File: src/rtl/fifo_pkg.sv
// ~~~~~~~~~~~~~~~~~~~~~~~~~~~~~~
// Widths and types shared by the ping-pong block FIFO
// Two banks only, the controllers rely on a one-bit bank select
// Counts run 0 to BANK_DEPTH, so they are one bit wider than an offset
// ~~~~~~~~~~~~~~~~~~~~~~~~~~~~~~
package fifo_pkg;

  // Word and bank geometry
  localparam int DATA_WIDTH    = 8;
  localparam int ADDRESS_WIDTH = 4;
  localparam int BANK_DEPTH    = 1 << ADDRESS_WIDTH;
  localparam int NUM_BANKS     = 2;

  // Extra bit so a completely full bank fits
  localparam int COUNT_WIDTH   = ADDRESS_WIDTH + 1;

  typedef logic [DATA_WIDTH-1:0]    data_t;
  typedef logic [ADDRESS_WIDTH-1:0] offset_t;
  typedef logic [COUNT_WIDTH-1:0]   count_t;

  // RAM address seen two ways
  // flat is the storage index, field is bank select above the word offset
  typedef union packed {
    logic [ADDRESS_WIDTH:0] flat;
    struct packed {
      logic    bank;
      offset_t offset;
    } field;
  } bank_addr_u;

endpackage

File: src/rtl/bank_ram.sv
// ~~~~~~~~~~~~~~~~~~~~~~~~~~~~~~
// Storage for both banks, one write port and one read port
// Read data is registered on every edge, one cycle of latency
// Contents are undefined after reset
// ~~~~~~~~~~~~~~~~~~~~~~~~~~~~~~
`timescale 1ns/10ps

module bank_ram (
  input  logic                 write_clock,
  input  logic                 ram_write_enable,
  input  fifo_pkg::bank_addr_u ram_write_address,
  input  fifo_pkg::data_t      ram_write_data,
  input  fifo_pkg::bank_addr_u ram_read_address,
  output fifo_pkg::data_t      ram_read_data
);
  import fifo_pkg::*;

  // Bank 0 in the lower half, bank 1 in the upper half
  data_t mem [NUM_BANKS * BANK_DEPTH];

  // Write port, only on enabled edges
  always_ff @(posedge write_clock) begin
    if (ram_write_enable) begin
      mem[ram_write_address.flat] <= ram_write_data;
    end
  end

  // Read port, address is already the look-ahead one
  always_ff @(posedge write_clock) begin
    ram_read_data <= mem[ram_read_address.flat];
  end

endmodule

File: src/rtl/ping_pong_fifo.sv
// ~~~~~~~~~~~~~~~~~~~~~~~~~~~~~~
// Ping-pong block FIFO, single clock
// Two banks of BANK_DEPTH words, one held by each side at most
// read_data lags the claim or strobe edge by one cycle
// ~~~~~~~~~~~~~~~~~~~~~~~~~~~~~~
`timescale 1ns/10ps

module ping_pong_fifo (
  input  logic             write_clock,
  input  logic             reset,
  input  logic             write_activate,
  input  logic             write_strobe,
  input  fifo_pkg::data_t  write_data,
  output logic             write_ready,
  input  logic             read_activate,
  input  logic             read_strobe,
  output logic             read_ready,
  output fifo_pkg::count_t read_count,
  output fifo_pkg::data_t  read_data,
  output logic             inactive
);
  import fifo_pkg::*;

  // Writer to storage
  logic       ram_write_enable;
  bank_addr_u ram_write_address;
  data_t      ram_write_data;
  // Reader to storage
  bank_addr_u ram_read_address;
  // Bank handover in both directions
  logic       bank_filled;
  logic       filled_bank;
  count_t     filled_count;
  logic       bank_released;
  logic       released_bank;

  write_bank_ctrl write_ctrl_i (
    .write_clock       (write_clock),
    .reset             (reset),
    .write_activate    (write_activate),
    .write_strobe      (write_strobe),
    .write_data        (write_data),
    .bank_released     (bank_released),
    .released_bank     (released_bank),
    .write_ready       (write_ready),
    .inactive          (inactive),
    .ram_write_enable  (ram_write_enable),
    .ram_write_address (ram_write_address),
    .ram_write_data    (ram_write_data),
    .bank_filled       (bank_filled),
    .filled_bank       (filled_bank),
    .filled_count      (filled_count)
  );

  read_bank_ctrl read_ctrl_i (
    .write_clock      (write_clock),
    .reset            (reset),
    .read_activate    (read_activate),
    .read_strobe      (read_strobe),
    .bank_filled      (bank_filled),
    .filled_bank      (filled_bank),
    .filled_count     (filled_count),
    .read_ready       (read_ready),
    .read_count       (read_count),
    .ram_read_address (ram_read_address),
    .bank_released    (bank_released),
    .released_bank    (released_bank)
  );

  // Registered RAM output is the FIFO read data
  bank_ram ram_i (
    .write_clock       (write_clock),
    .ram_write_enable  (ram_write_enable),
    .ram_write_address (ram_write_address),
    .ram_write_data    (ram_write_data),
    .ram_read_address  (ram_read_address),
    .ram_read_data     (read_data)
  );

endmodule

File: src/rtl/read_bank_ctrl.sv
// ~~~~~~~~~~~~~~~~~~~~~~~~~~~~~~
// Reader side of the ping-pong FIFO
// Full banks are served in the order they were filled
// read_count is zero while read_ready is low
// Strobes past the last word of a block are dropped
// ~~~~~~~~~~~~~~~~~~~~~~~~~~~~~~
`timescale 1ns/10ps

module read_bank_ctrl (
  input  logic                 write_clock,
  input  logic                 reset,
  input  logic                 read_activate,
  input  logic                 read_strobe,
  input  logic                 bank_filled,
  input  logic                 filled_bank,
  input  fifo_pkg::count_t     filled_count,
  output logic                 read_ready,
  output fifo_pkg::count_t     read_count,
  output fifo_pkg::bank_addr_u ram_read_address,
  output logic                 bank_released,
  output logic                 released_bank
);
  import fifo_pkg::*;

  logic [NUM_BANKS-1:0] bank_full;
  count_t               saved_count [NUM_BANKS];
  // Bank to serve next, valid whenever its full flag is set
  logic                 oldest;
  logic                 reading;
  logic                 read_bank;
  // Offset of the word currently on read_data
  offset_t              read_offset;
  offset_t              offset_next;
  logic                 claim;
  logic                 release_now;
  logic                 strobe_accept;

  assign read_ready = !reading && bank_full[oldest];
  assign read_count = read_ready ? saved_count[oldest] : '0;

  always_comb begin
    claim         = read_activate && read_ready;
    release_now   = reading && !read_activate;
    // Advance only while another word remains in the block
    strobe_accept = reading && read_strobe &&
                    ((count_t'(read_offset) + count_t'(1)) < saved_count[read_bank]);
    offset_next   = read_offset + offset_t'(strobe_accept);
  end

  // Look-ahead address
  // Idle points at word 0 of the oldest bank so data is ready at claim
  always_comb begin
    ram_read_address.field.bank   = reading ? read_bank : oldest;
    ram_read_address.field.offset = offset_next;
  end

  always_ff @(posedge write_clock) begin
    if (reset) begin
      bank_full     <= '0;
      oldest        <= 1'b0;
      reading       <= 1'b0;
      read_bank     <= 1'b0;
      read_offset   <= '0;
      bank_released <= 1'b0;
    end else begin
      bank_released <= release_now;

      // New block from the writer
      // It is oldest unless the other bank is still waiting
      if (bank_filled) begin
        bank_full[filled_bank] <= 1'b1;
        if (!bank_full[~filled_bank]) begin
          oldest <= filled_bank;
        end
      end

      // Reader takes the oldest bank, the other one is next in line
      if (claim) begin
        bank_full[oldest] <= 1'b0;
        oldest            <= ~oldest;
        reading           <= 1'b1;
        read_bank         <= oldest;
      end

      if (release_now) begin
        reading     <= 1'b0;
        read_offset <= '0;
      end else begin
        read_offset <= offset_next;
      end
    end
  end

  // Block sizes and release target, qualified by the flags above
  always_ff @(posedge write_clock) begin
    if (bank_filled) begin
      saved_count[filled_bank] <= filled_count;
    end
    if (release_now) begin
      released_bank <= read_bank;
    end
  end

endmodule

File: src/rtl/write_bank_ctrl.sv
// ~~~~~~~~~~~~~~~~~~~~~~~~~~~~~~
// Writer side of the ping-pong FIFO
// write_ready is registered, low in reset and in the first cycle after it
// Strobes past BANK_DEPTH words or with no bank held are dropped
// An empty block is never handed to the reader
// ~~~~~~~~~~~~~~~~~~~~~~~~~~~~~~
`timescale 1ns/10ps

module write_bank_ctrl (
  input  logic                 write_clock,
  input  logic                 reset,
  input  logic                 write_activate,
  input  logic                 write_strobe,
  input  fifo_pkg::data_t      write_data,
  input  logic                 bank_released,
  input  logic                 released_bank,
  output logic                 write_ready,
  output logic                 inactive,
  output logic                 ram_write_enable,
  output fifo_pkg::bank_addr_u ram_write_address,
  output fifo_pkg::data_t      ram_write_data,
  output logic                 bank_filled,
  output logic                 filled_bank,
  output fifo_pkg::count_t     filled_count
);
  import fifo_pkg::*;

  logic [NUM_BANKS-1:0] bank_free;
  logic [NUM_BANKS-1:0] free_next;
  logic                 holding;
  logic                 holding_next;
  logic                 held_bank;
  logic                 claim_bank;
  count_t               write_count;
  count_t               count_next;
  logic                 claim;
  logic                 release_now;
  logic                 write_accept;

  // Lowest numbered free bank wins
  assign claim_bank = bank_free[0] ? 1'b0 : 1'b1;

  always_comb begin
    claim        = write_activate && write_ready;
    release_now  = holding && !write_activate;
    // Cap at one full bank
    write_accept = holding && write_strobe && (write_count < count_t'(BANK_DEPTH));
    count_next   = write_count + count_t'(write_accept);

    free_next = bank_free;
    // Reader hands back a bank it finished with
    if (bank_released) begin
      free_next[released_bank] = 1'b1;
    end
    if (claim) begin
      free_next[claim_bank] = 1'b0;
    end
    // Nothing written, so the bank goes straight back to the pool
    if (release_now && (count_next == '0)) begin
      free_next[held_bank] = 1'b1;
    end

    holding_next = (holding && write_activate) || claim;
  end

  // RAM write port, offset is the running count
  always_comb begin
    ram_write_enable               = write_accept;
    ram_write_address.field.bank   = held_bank;
    ram_write_address.field.offset = write_count[ADDRESS_WIDTH-1:0];
    ram_write_data                 = write_data;
  end

  always_ff @(posedge write_clock) begin
    if (reset) begin
      bank_free   <= '1;
      holding     <= 1'b0;
      held_bank   <= 1'b0;
      write_count <= '0;
      write_ready <= 1'b0;
      bank_filled <= 1'b0;
    end else begin
      bank_free   <= free_next;
      holding     <= holding_next;
      write_ready <= !holding_next && (|free_next);
      // One-cycle handover pulse, only for blocks with data
      bank_filled <= release_now && (count_next != '0);
      if (claim) begin
        held_bank <= claim_bank;
      end
      if (release_now) begin
        write_count <= '0;
      end else begin
        write_count <= count_next;
      end
    end
  end

  // Handover payload, qualified by bank_filled
  always_ff @(posedge write_clock) begin
    if (release_now) begin
      filled_bank  <= held_bank;
      filled_count <= count_next;
    end
  end

  // Idle when nothing is held anywhere
  assign inactive = (&bank_free) && !holding;

endmodule

File: config.mk
export PLATFORM = sky130hd
export DESIGN_NAME = ping_pong_fifo
export DESIGN_NICKNAME = d
export VERILOG_FILES = /design/src/rtl/fifo_pkg.sv /design/src/rtl/bank_ram.sv /design/src/rtl/ping_pong_fifo.sv /design/src/rtl/read_bank_ctrl.sv /design/src/rtl/write_bank_ctrl.sv
export SDC_FILE = /design/constraint.sdc
export NUM_CORES = 1
export LEC_CHECK = 0
export BUFFER_PORTS_ARGS = -buffer_cell sky130_fd_sc_hd__buf_2
export CORE_ASPECT_RATIO = 0.75
export CORE_MARGIN = 1
export CORE_UTILIZATION = 25
export DETAILED_ROUTE_END_ITERATION = 8
export HOLD_SLACK_MARGIN = 0.06
export PLACE_DENSITY_LB_ADDON = 0.1
export SLEW_MARGIN = 20
export SYNTH_ARGS = -nofsm -noshare
export SYNTH_HDL_FRONTEND = slang
export SYNTH_SLANG_ARGS = --single-unit
export TNS_END_PERCENT = 50
File: constraint.sdc
create_clock -name write_clock -period 5.4 [get_ports write_clock]
set_input_delay 1.35 -clock write_clock [delete_from_list [all_inputs] [get_ports write_clock]]
set_output_delay 1.35 -clock write_clock [all_outputs]
set_load 0.02 [all_outputs]
==> impl_summary.txt, run 1 <==
----------------------------------------------------
[Finish]
  Footprint of the flip-flops and latches ... between 8000 and 9000 um2
  Post-Layout Inst Area ... between 10000 and 15000 um2
  Number of diodes ... 0
  Most common cell after layout, fill and taps aside ... sky130_fd_sc_hd__edfxtp_1
  Highest-count cells in the layout ignoring fill and taps ... 273 x sky130_fd_sc_hd__edfxtp_1, 64 x sky130_fd_sc_hd__mux4_2, 56 x sky130_fd_sc_hd__nor2_1
  Filler cell count in the final layout ... ~4500
  Synth-to-Final Area Change ... 17.2%
  Final Non-Filler Cells ... 1311
  Layout cells sized above 1 ... around 25%
  Net count, final ... slightly below 700
  Total area of multi-input combinational cells ... 2970 um2

[Routing]
  Average via count per standard cell ... 4.37
  Routed length per instance ... between 20 and 25 um
  Overall via count from detail_route ... 5732
  Number of nets with antenna violations after routing ... 0
  Detailed-route DRC error count ... 0
  Initial DRC count ... between 200 and 300
  DR pass1 iterations ... 4
  Total wire length ... around 29000 um

[STA]
  Final hold vios ... 0
  Setup repair after global routing missed its margin ... false
  Fmax ... about 220 MHz
  Sum of negative setup slack ... 0 ns
  Final cycle utilization of the critical path ... approximately 85%
  Slew headroom ... about a third
  Final setup viols ... 0
  Final number of max-transition violations ... 0
  Minimum clock period ... between 4 and 5 ns
  Skew final ... 0.0123 ns
  Slew at the pin with the worst max-slew slack ... around 1.0 ns

[Clocking]
  Clock-pin slew reported for the worst setup and hold paths after clock tree synthesis ... 0.06 ns
  Largest buffer count on any clock path ... 3
  Max H-tree Level ... 2
  Number of sinks driven by the clock tree ... just over 300
  Clock tree from TritonCTS ... done
  Num CTS Buffers ... 35
  Buffer count from post-CTS setup fixing ... 0
  Clock insertion delay at the later pin of the skew report ... roughly 0.52 ns
  Number of resized instances in the post-cts repair step ... 0
  Total of hold buffers inserted after clock tree synthesis ... 0
  Clock Tree Root ... sky130_fd_sc_hd__clkbuf_16

[Logic synthesis]
  Mean Syn Cell Area ... ~20 um2
  Net count after synthesis ... between 600 and 700
  Number of warnings issued by yosys ... 0
  Post-Synthesis Cells ... slightly above 600
  Flip-flop cell with the highest count after synthesis ... sky130_fd_sc_hd__edfxtp_1
  EDFF count, synth ... between 200 and 300
  Count of state elements after synthesis ... around 300
  FFs w/ async S/R, synth ... 0%
  Combined area of all synthesized cells ... about 12000 um2
  Fraction of the yosys area taken by sequential cells ... 73.9%
  Number of library cell types mapped by synthesis ... just under 50

[Floorplan]
  Effective utilization at floorplan ... around a quarter
  Core outline area ... 46500 um2
  Num rows ... 68
  Die boundary height ... 191 um
  Total Die Area ... just under 50000 um2
  Number of top-level pins ... 30
  Width of the die ... around 250 um

[Placed design]
  Dpl cell area ... between 10000 and 15000 um2
  # port buffers ... 29
  Total placed cells including tap cells ... between 1000 and 1500
  Post-detailed-placement half-perimeter wirelength ... about 18000 um
  Last weighted congestion value of the routability-driven placer ... roughly 0.75

[Hold path]
  Hold Path Depth ... 0
  Class of the tightest hold or removal check ... reg -> reg

[Global routing]
  Number of antenna violations at the first check in global routing ... 0
  Wire length of the first global-routing pass ... roughly 42000 um
  Gr usage total ... between 10 and 15%
  Via count of the first global-routing pass ... roughly 6100
  Maximum number of pins on one net before global-route repair ... 66
  Global-route congestion overflow total ... 0

[Power]
  Power density over the cells ... about 360 nW/um2
  Final total power ... slightly above 5000 uW
  IR Drop Worst-Case VDD ... ~150 uV
  Leakage power ... 0.00441 uW

[Worst setup path]
  WP data required ... 5.75 ns
  Highest net fanout along the worst path ... 22
  Reg2Reg Depth ... 13
  CP Capture Type ... flip-flop
  Endpoint arrival time on the critical path ... approximately 5 ns
  Kind of launch point of the worst setup path ... flip-flop
  WS Path Type ... reg -> reg

[Status]
  Result of the run ... finished clean

[Run]
  Number of maximum-capacitance violations ... 0

----------------------------------------------------
-- final timing paths --
kind                                startpoint                            end  slack, ns
setup / recovery    read_ctrl_i.read_offset[0]         ram_i.ram_read_data[5]       0.82
setup reg to reg    read_ctrl_i.read_offset[0]         ram_i.ram_read_data[5]       0.82
hold / removal    write_ctrl_i.filled_count[2]  read_ctrl_i.saved_count[0][2]       0.45
hold reg to reg   write_ctrl_i.filled_count[2]  read_ctrl_i.saved_count[0][2]       0.45
-- per-stage QoR --
stage | hold WS (ns) | util, % | setup WS, ns
floorplan | 0.421 | - | 1.46
global placement | 0.445 | 27.6 | 0.825
detailed placement | 0.443 | 27.6 | 0.769
CTS | 0.457 | 30.1 | 0.763
global route | 0.472 | 30.1 | 0.502
finish | 0.452 | 30.1 | 0.816
-- flip-flops by register name, indices dropped and copies added, names as in the netlist, 2 cells and up, named ones only --
name	flops
read_ctrl_i.read_offset	4
write_ctrl_i.filled_count	5
read_ctrl_i.bank_full	2
write_ctrl_i.write_count	5
ram_i.ram_read_data	8
read_ctrl_i.saved_count	10
ram_i.mem	256
write_ctrl_i.bank_free	2
-- critical path, stage by stage, from the launching register on --
cell and delay (ns):
sky130_fd_sc_hd__dfxtp_1 0.56, sky130_fd_sc_hd__ha_1 0.25, sky130_fd_sc_hd__xor2_1 0.07, sky130_fd_sc_hd__ha_1 0.23, sky130_fd_sc_hd__or3b_1 0.42, sky130_fd_sc_hd__o22ai_2 0.19
sky130_fd_sc_hd__o21ai_0 0.11, sky130_fd_sc_hd__a211oi_1 0.40, sky130_fd_sc_hd__ha_4 0.49, sky130_fd_sc_hd__buf_4 0.29, sky130_fd_sc_hd__buf_4 0.35, sky130_fd_sc_hd__mux4_2 0.60
sky130_fd_sc_hd__mux2i_1 0.29, sky130_fd_sc_hd__a221oi_1 0.13
-- metal layers --
metal | wire, um | track usage (%) | part of all wire (%)
met4 | 469 | 2.99 | 1.6
met1 | 14400 | 17.8 | 50
met2 | 12500 | 18.0 | 44
met5 | 0 | 0 | 0
met3 | 1350 | 2.90 | 4.7
-- synthesized netlist by cell type, types with 8 or more instances --
master                     number  area, um2
sky130_fd_sc_hd__edfxtp_1     273       8200
sky130_fd_sc_hd__inv_1          9       33.8
sky130_fd_sc_hd__o22ai_1        8       50.1
sky130_fd_sc_hd__nor2_1        56        210
sky130_fd_sc_hd__ha_1           8        100
sky130_fd_sc_hd__a221oi_1       8       70.1
sky130_fd_sc_hd__nand3_1        8       40.0
sky130_fd_sc_hd__dfxtp_1       31        621
sky130_fd_sc_hd__nand2_1       10       37.5
sky130_fd_sc_hd__clkbuf_1      15       56.3
sky130_fd_sc_hd__mux2i_1       28        280
sky130_fd_sc_hd__mux4_2        64       1440
sky130_fd_sc_hd__mux2_1         8       90.1
-- logic make-up (layout without fill, tap and decap cells) --
group | after synthesis | count (layout) | share of synthesized area [%]
buffers and inverters | 36 | 105 | 1.51
adder cells (fa/ha/maj) | 8 | 8 | 0.839
AND/OR/NAND/NOR | 107 | 107 | 4.30
XOR/XNOR | 6 | 6 | 0.440
multiplexers | 108 | 108 | 16.1
flip-flops | 304 | 304 | 73.9
AO/OA/AOI/OAI | 43 | 43 | 2.98
-- area by class of cell --
type / instances / area share (%)
multi-input combinational: 272 / 21.2
inverter: 9 / 0.241
clock inverter: 14 / 1.26
timing repair buffer: 37 / 1.56
tap: 630 / 5.63
clock buffer: 45 / 7.06
sequential: 304 / 63.0
-- where the power goes --
| group | internal [uW] | switching (uW) | total [uW] |
|---|---|---|---|
| sequential | 2570 | 4.47 | 2570 |
| clock | 1480 | 936 | 2420 |
| combinational | 15.4 | 55.8 | 71.2 |
No activity file was read; power rests on OpenSTA's default activity.
==> inputs of run 2 (changes only) <==
clock period = 4 ns   (was 5.4 ns; I/O delays follow)
==> impl_summary.txt, run 2 (synthesized netlist as in run 1, its figures left out) <==
----------------------------------------------------
[STA]
  Slew at the pin with the worst max-slew slack ... 0.928 ns (-0.0718 ns)
  Fmax ... 259 MHz (+19%)
  Final cycle utilization of the critical path ... 96.7% (+12 points)
  Final hold vios ... 0 (unchanged)
  Skew final ... 0.0203 ns (+0.00804 ns)
  Final worst setup slack ... 0.133 ns (-0.683 ns)
  Minimum clock period ... 3.87 ns (-0.717 ns)
  Final setup viols ... 0 (unchanged)
  Final number of max-transition violations ... 0 (unchanged)
  Slew headroom ... 37.9% (+4.8 points)
  Setup repair after global routing missed its margin ... false
  Final hold slack ... 0.469 ns (+0.0173 ns)

[Worst setup path]
  Kind of launch point of the worst setup path ... flip-flop
  CP Capture Type ... flip-flop
  Highest net fanout along the worst path ... 15 (-32%)
  WS Path Type ... reg -> reg
  Setup slack of the worst register-to-register path ... 0.13 ns (-0.68 ns)
  Reg2Reg Depth ... 15 (+2)
  Reg-to-Reg End ... ram_i.ram_read_data[1]
  CP startpoint ... read_ctrl_i.read_offset[1]
  Endpoint arrival time on the critical path ... 4.25 ns (-0.69 ns)
  WP data required ... 4.38 ns (-1.37 ns)
  Capture point of the critical path ... ram_i.ram_read_data[1]
  Worst reg2reg path startpoint ... read_ctrl_i.read_offset[1]

[Global routing]
  Global-route congestion overflow total ... 0 (unchanged)
  Gr usage total ... 12.8% (+0.63 points)
  Wire length of the first global-routing pass ... 44400 um (+4.4%)
  Maximum number of pins on one net before global-route repair ... 34 (-48%)
  Number of antenna violations at the first check in global routing ... 0 (unchanged)
  Via count of the first global-routing pass ... 6404 (+5.2%)

[Clocking]
  Number of resized instances in the post-cts repair step ... 1 (+1)
  Num CTS Buffers ... 35 (unchanged)
  Clock-pin slew reported for the worst setup and hold paths after clock tree synthesis ... 0.06 ns (about the same)
  Clock tree from TritonCTS ... done
  Clock insertion delay at the later pin of the skew report ... 0.53 ns (about the same)
  Buffer count from post-CTS setup fixing ... 0 (unchanged)
  Largest buffer count on any clock path ... 3 (unchanged)
  Clock Tree Root ... sky130_fd_sc_hd__clkbuf_16
  Max H-tree Level ... 2 (unchanged)
  Total of hold buffers inserted after clock tree synthesis ... 0 (unchanged)
  Number of sinks driven by the clock tree ... 304 (unchanged)

[Finish]
  Max reg flops ... 256 (unchanged)
  Net count, final ... 730 (+7.2%)
  Synth-to-Final Area Change ... 21.1%
  Largest registers ranked by flip-flop count ... ram_i.mem (256), read_ctrl_i.saved_count (10), ram_i.ram_read_data (8)
  Most common cell after layout, fill and taps aside ... sky130_fd_sc_hd__edfxtp_1
  Layout cells sized above 1 ... 29.8% (+5.0 points)
  Highest-count cells in the layout ignoring fill and taps ... 273 x sky130_fd_sc_hd__edfxtp_1, 64 x sky130_fd_sc_hd__mux4_2, 56 x sky130_fd_sc_hd__nor2_1
  Post-Layout Inst Area ... 14500 um2 (+3.3%)
  Most flops, register ... ram_i.mem

[Floorplan]
  Effective utilization at floorplan ... 25.6% (unchanged)
  Num rows ... 68 (unchanged)
  Total Die Area ... 48600 um2 (unchanged)
  Width of the die ... 254 um (unchanged)
  Number of top-level pins ... 30 (unchanged)
  Core outline area ... 46500 um2 (unchanged)
  Die boundary height ... 191 um (unchanged)

[Placed design]
  Post-detailed-placement half-perimeter wirelength ... 19800 um (+8.8%)
  Last weighted congestion value of the routability-driven placer ... 0.714 (-5.0%)
  Post-Place Worst Slack ... -0.0507 ns (-0.819 ns)
  Dpl cell area ... 13300 um2 (+3.8%)
  # port buffers ... 29 (unchanged)

[Power]
  IR Drop Worst-Case VDD ... 256 uV (+75%)
  Leakage power ... 0.00468 uW (+6.1%)
  Power density over the cells ... 462 nW/um2 (+28%)

[Hold path]
  Class of the tightest hold or removal check ... reg -> reg

[Routing]
  Detailed-route DRC error count ... 0 (unchanged)
  DR pass1 iterations ... 4 (unchanged)
  Number of nets with antenna violations after routing ... 0 (unchanged)
  Routed length per instance ... 21.9 um (+0.11%)
  Average via count per standard cell ... 4.37 (about the same)
  Initial DRC count ... 400 (+37%)
  Total wire length ... 29900 um (+4.3%)
  Overall via count from detail_route ... 5972 (+4.2%)

[Status]
  Result of the run ... finished clean

[Run]
  Number of maximum-capacitance violations ... 0 (unchanged)

----------------------------------------------------
==> run 2: changes by cell type in the layout (fill, tap and decap cells not counted), moves of 2 or more <==
| cell | delta |
|---|---|
| sky130_fd_sc_hd__clkinv_4 | +2 |
| sky130_fd_sc_hd__bufinv_16 | -2 |
| sky130_fd_sc_hd__clkbuf_1 | +3 |
| sky130_fd_sc_hd__clkbuf_16 | -2 |
| sky130_fd_sc_hd__clkinv_1 | +3 |
| sky130_fd_sc_hd__inv_6 | +2 |
| sky130_fd_sc_hd__buf_4 | +39 |
| sky130_fd_sc_hd__buf_12 | +10 |
==> run 2: area by class of cell <==
type | instances | area, um2
fill | 4508 | 32100
tap | 630 | 788
antenna | 1 | 2.50
clock inverter | 17 | 155
timing repair buffer | 86 | 711
multi-input combinational | 272 | 2980
sequential | 304 | 8820
clock buffer | 47 | 962
inverter | 9 | 33.8
==> run 2: worst min-delay path by stage <==
stage | startpoint | to | slack (ns) | cells past startpoint
final | write_ctrl_i.filled_count[1] | read_ctrl_i.saved_count[0][1] | 0.47 | 0
after global routing | write_ctrl_i.filled_count[1] | read_ctrl_i.saved_count[0][1] | 0.49 | 0
after CTS | write_ctrl_i.filled_count[1] | read_ctrl_i.saved_count[0][1] | 0.48 | 0
after detailed placement | write_ctrl_i.filled_count[1] | read_ctrl_i.saved_count[0][1] | 0.46 | 0
after global placement | write_ctrl_i.filled_count[1] | read_ctrl_i.saved_count[1][1] | 0.44 | 0
after floorplan | write_ctrl_i.held_bank | write_ctrl_i.filled_bank | 0.42 | 0
==> run 2: per-stage QoR <==
step                      TNS, ns  utilization, %  power (uW)  instances
final                           0            31.1        6670       1366
after global placement          0            28.6        3630       1301
after floorplan                 0               -        3570        612
after detailed placement  -0.0507            28.6        3640       1301
after CTS                       0            31.0        6770       1365
after global routing            0            31.0        6890       1365
==> run 2: power breakdown <==
part	total [uW]	switching (uW)	internal [uW]
Combinational	96.7	75.2	21.6
Sequential	3470	7.05	3460
Clock	3100	1270	1830
==> run 2: routing by layer <==
metal / track usage (%) / wire length, um
met5: 0 / 0
met4: 2.87 / 480
met3: 2.37 / 1210
met2: 19.8 / 13600
met1: 18.5 / 14600
==> run 2: worst max-delay path, stage by stage, from the launching register on <==
cell and delay [ns]:
sky130_fd_sc_hd__dfxtp_1 0.35, sky130_fd_sc_hd__ha_1 0.21, sky130_fd_sc_hd__xor2_1 0.14, sky130_fd_sc_hd__ha_1 0.22, sky130_fd_sc_hd__or3b_1 0.42, sky130_fd_sc_hd__o22ai_2 0.20, sky130_fd_sc_hd__o21ai_0 0.14, sky130_fd_sc_hd__a211oi_2 0.30
sky130_fd_sc_hd__ha_4 0.20, sky130_fd_sc_hd__xor2_4 0.21, sky130_fd_sc_hd__buf_12 0.21, sky130_fd_sc_hd__buf_12 0.18, sky130_fd_sc_hd__mux4_2 0.30, sky130_fd_sc_hd__mux2_1 0.35, sky130_fd_sc_hd__o22ai_2 0.18, sky130_fd_sc_hd__a221oi_1 0.11
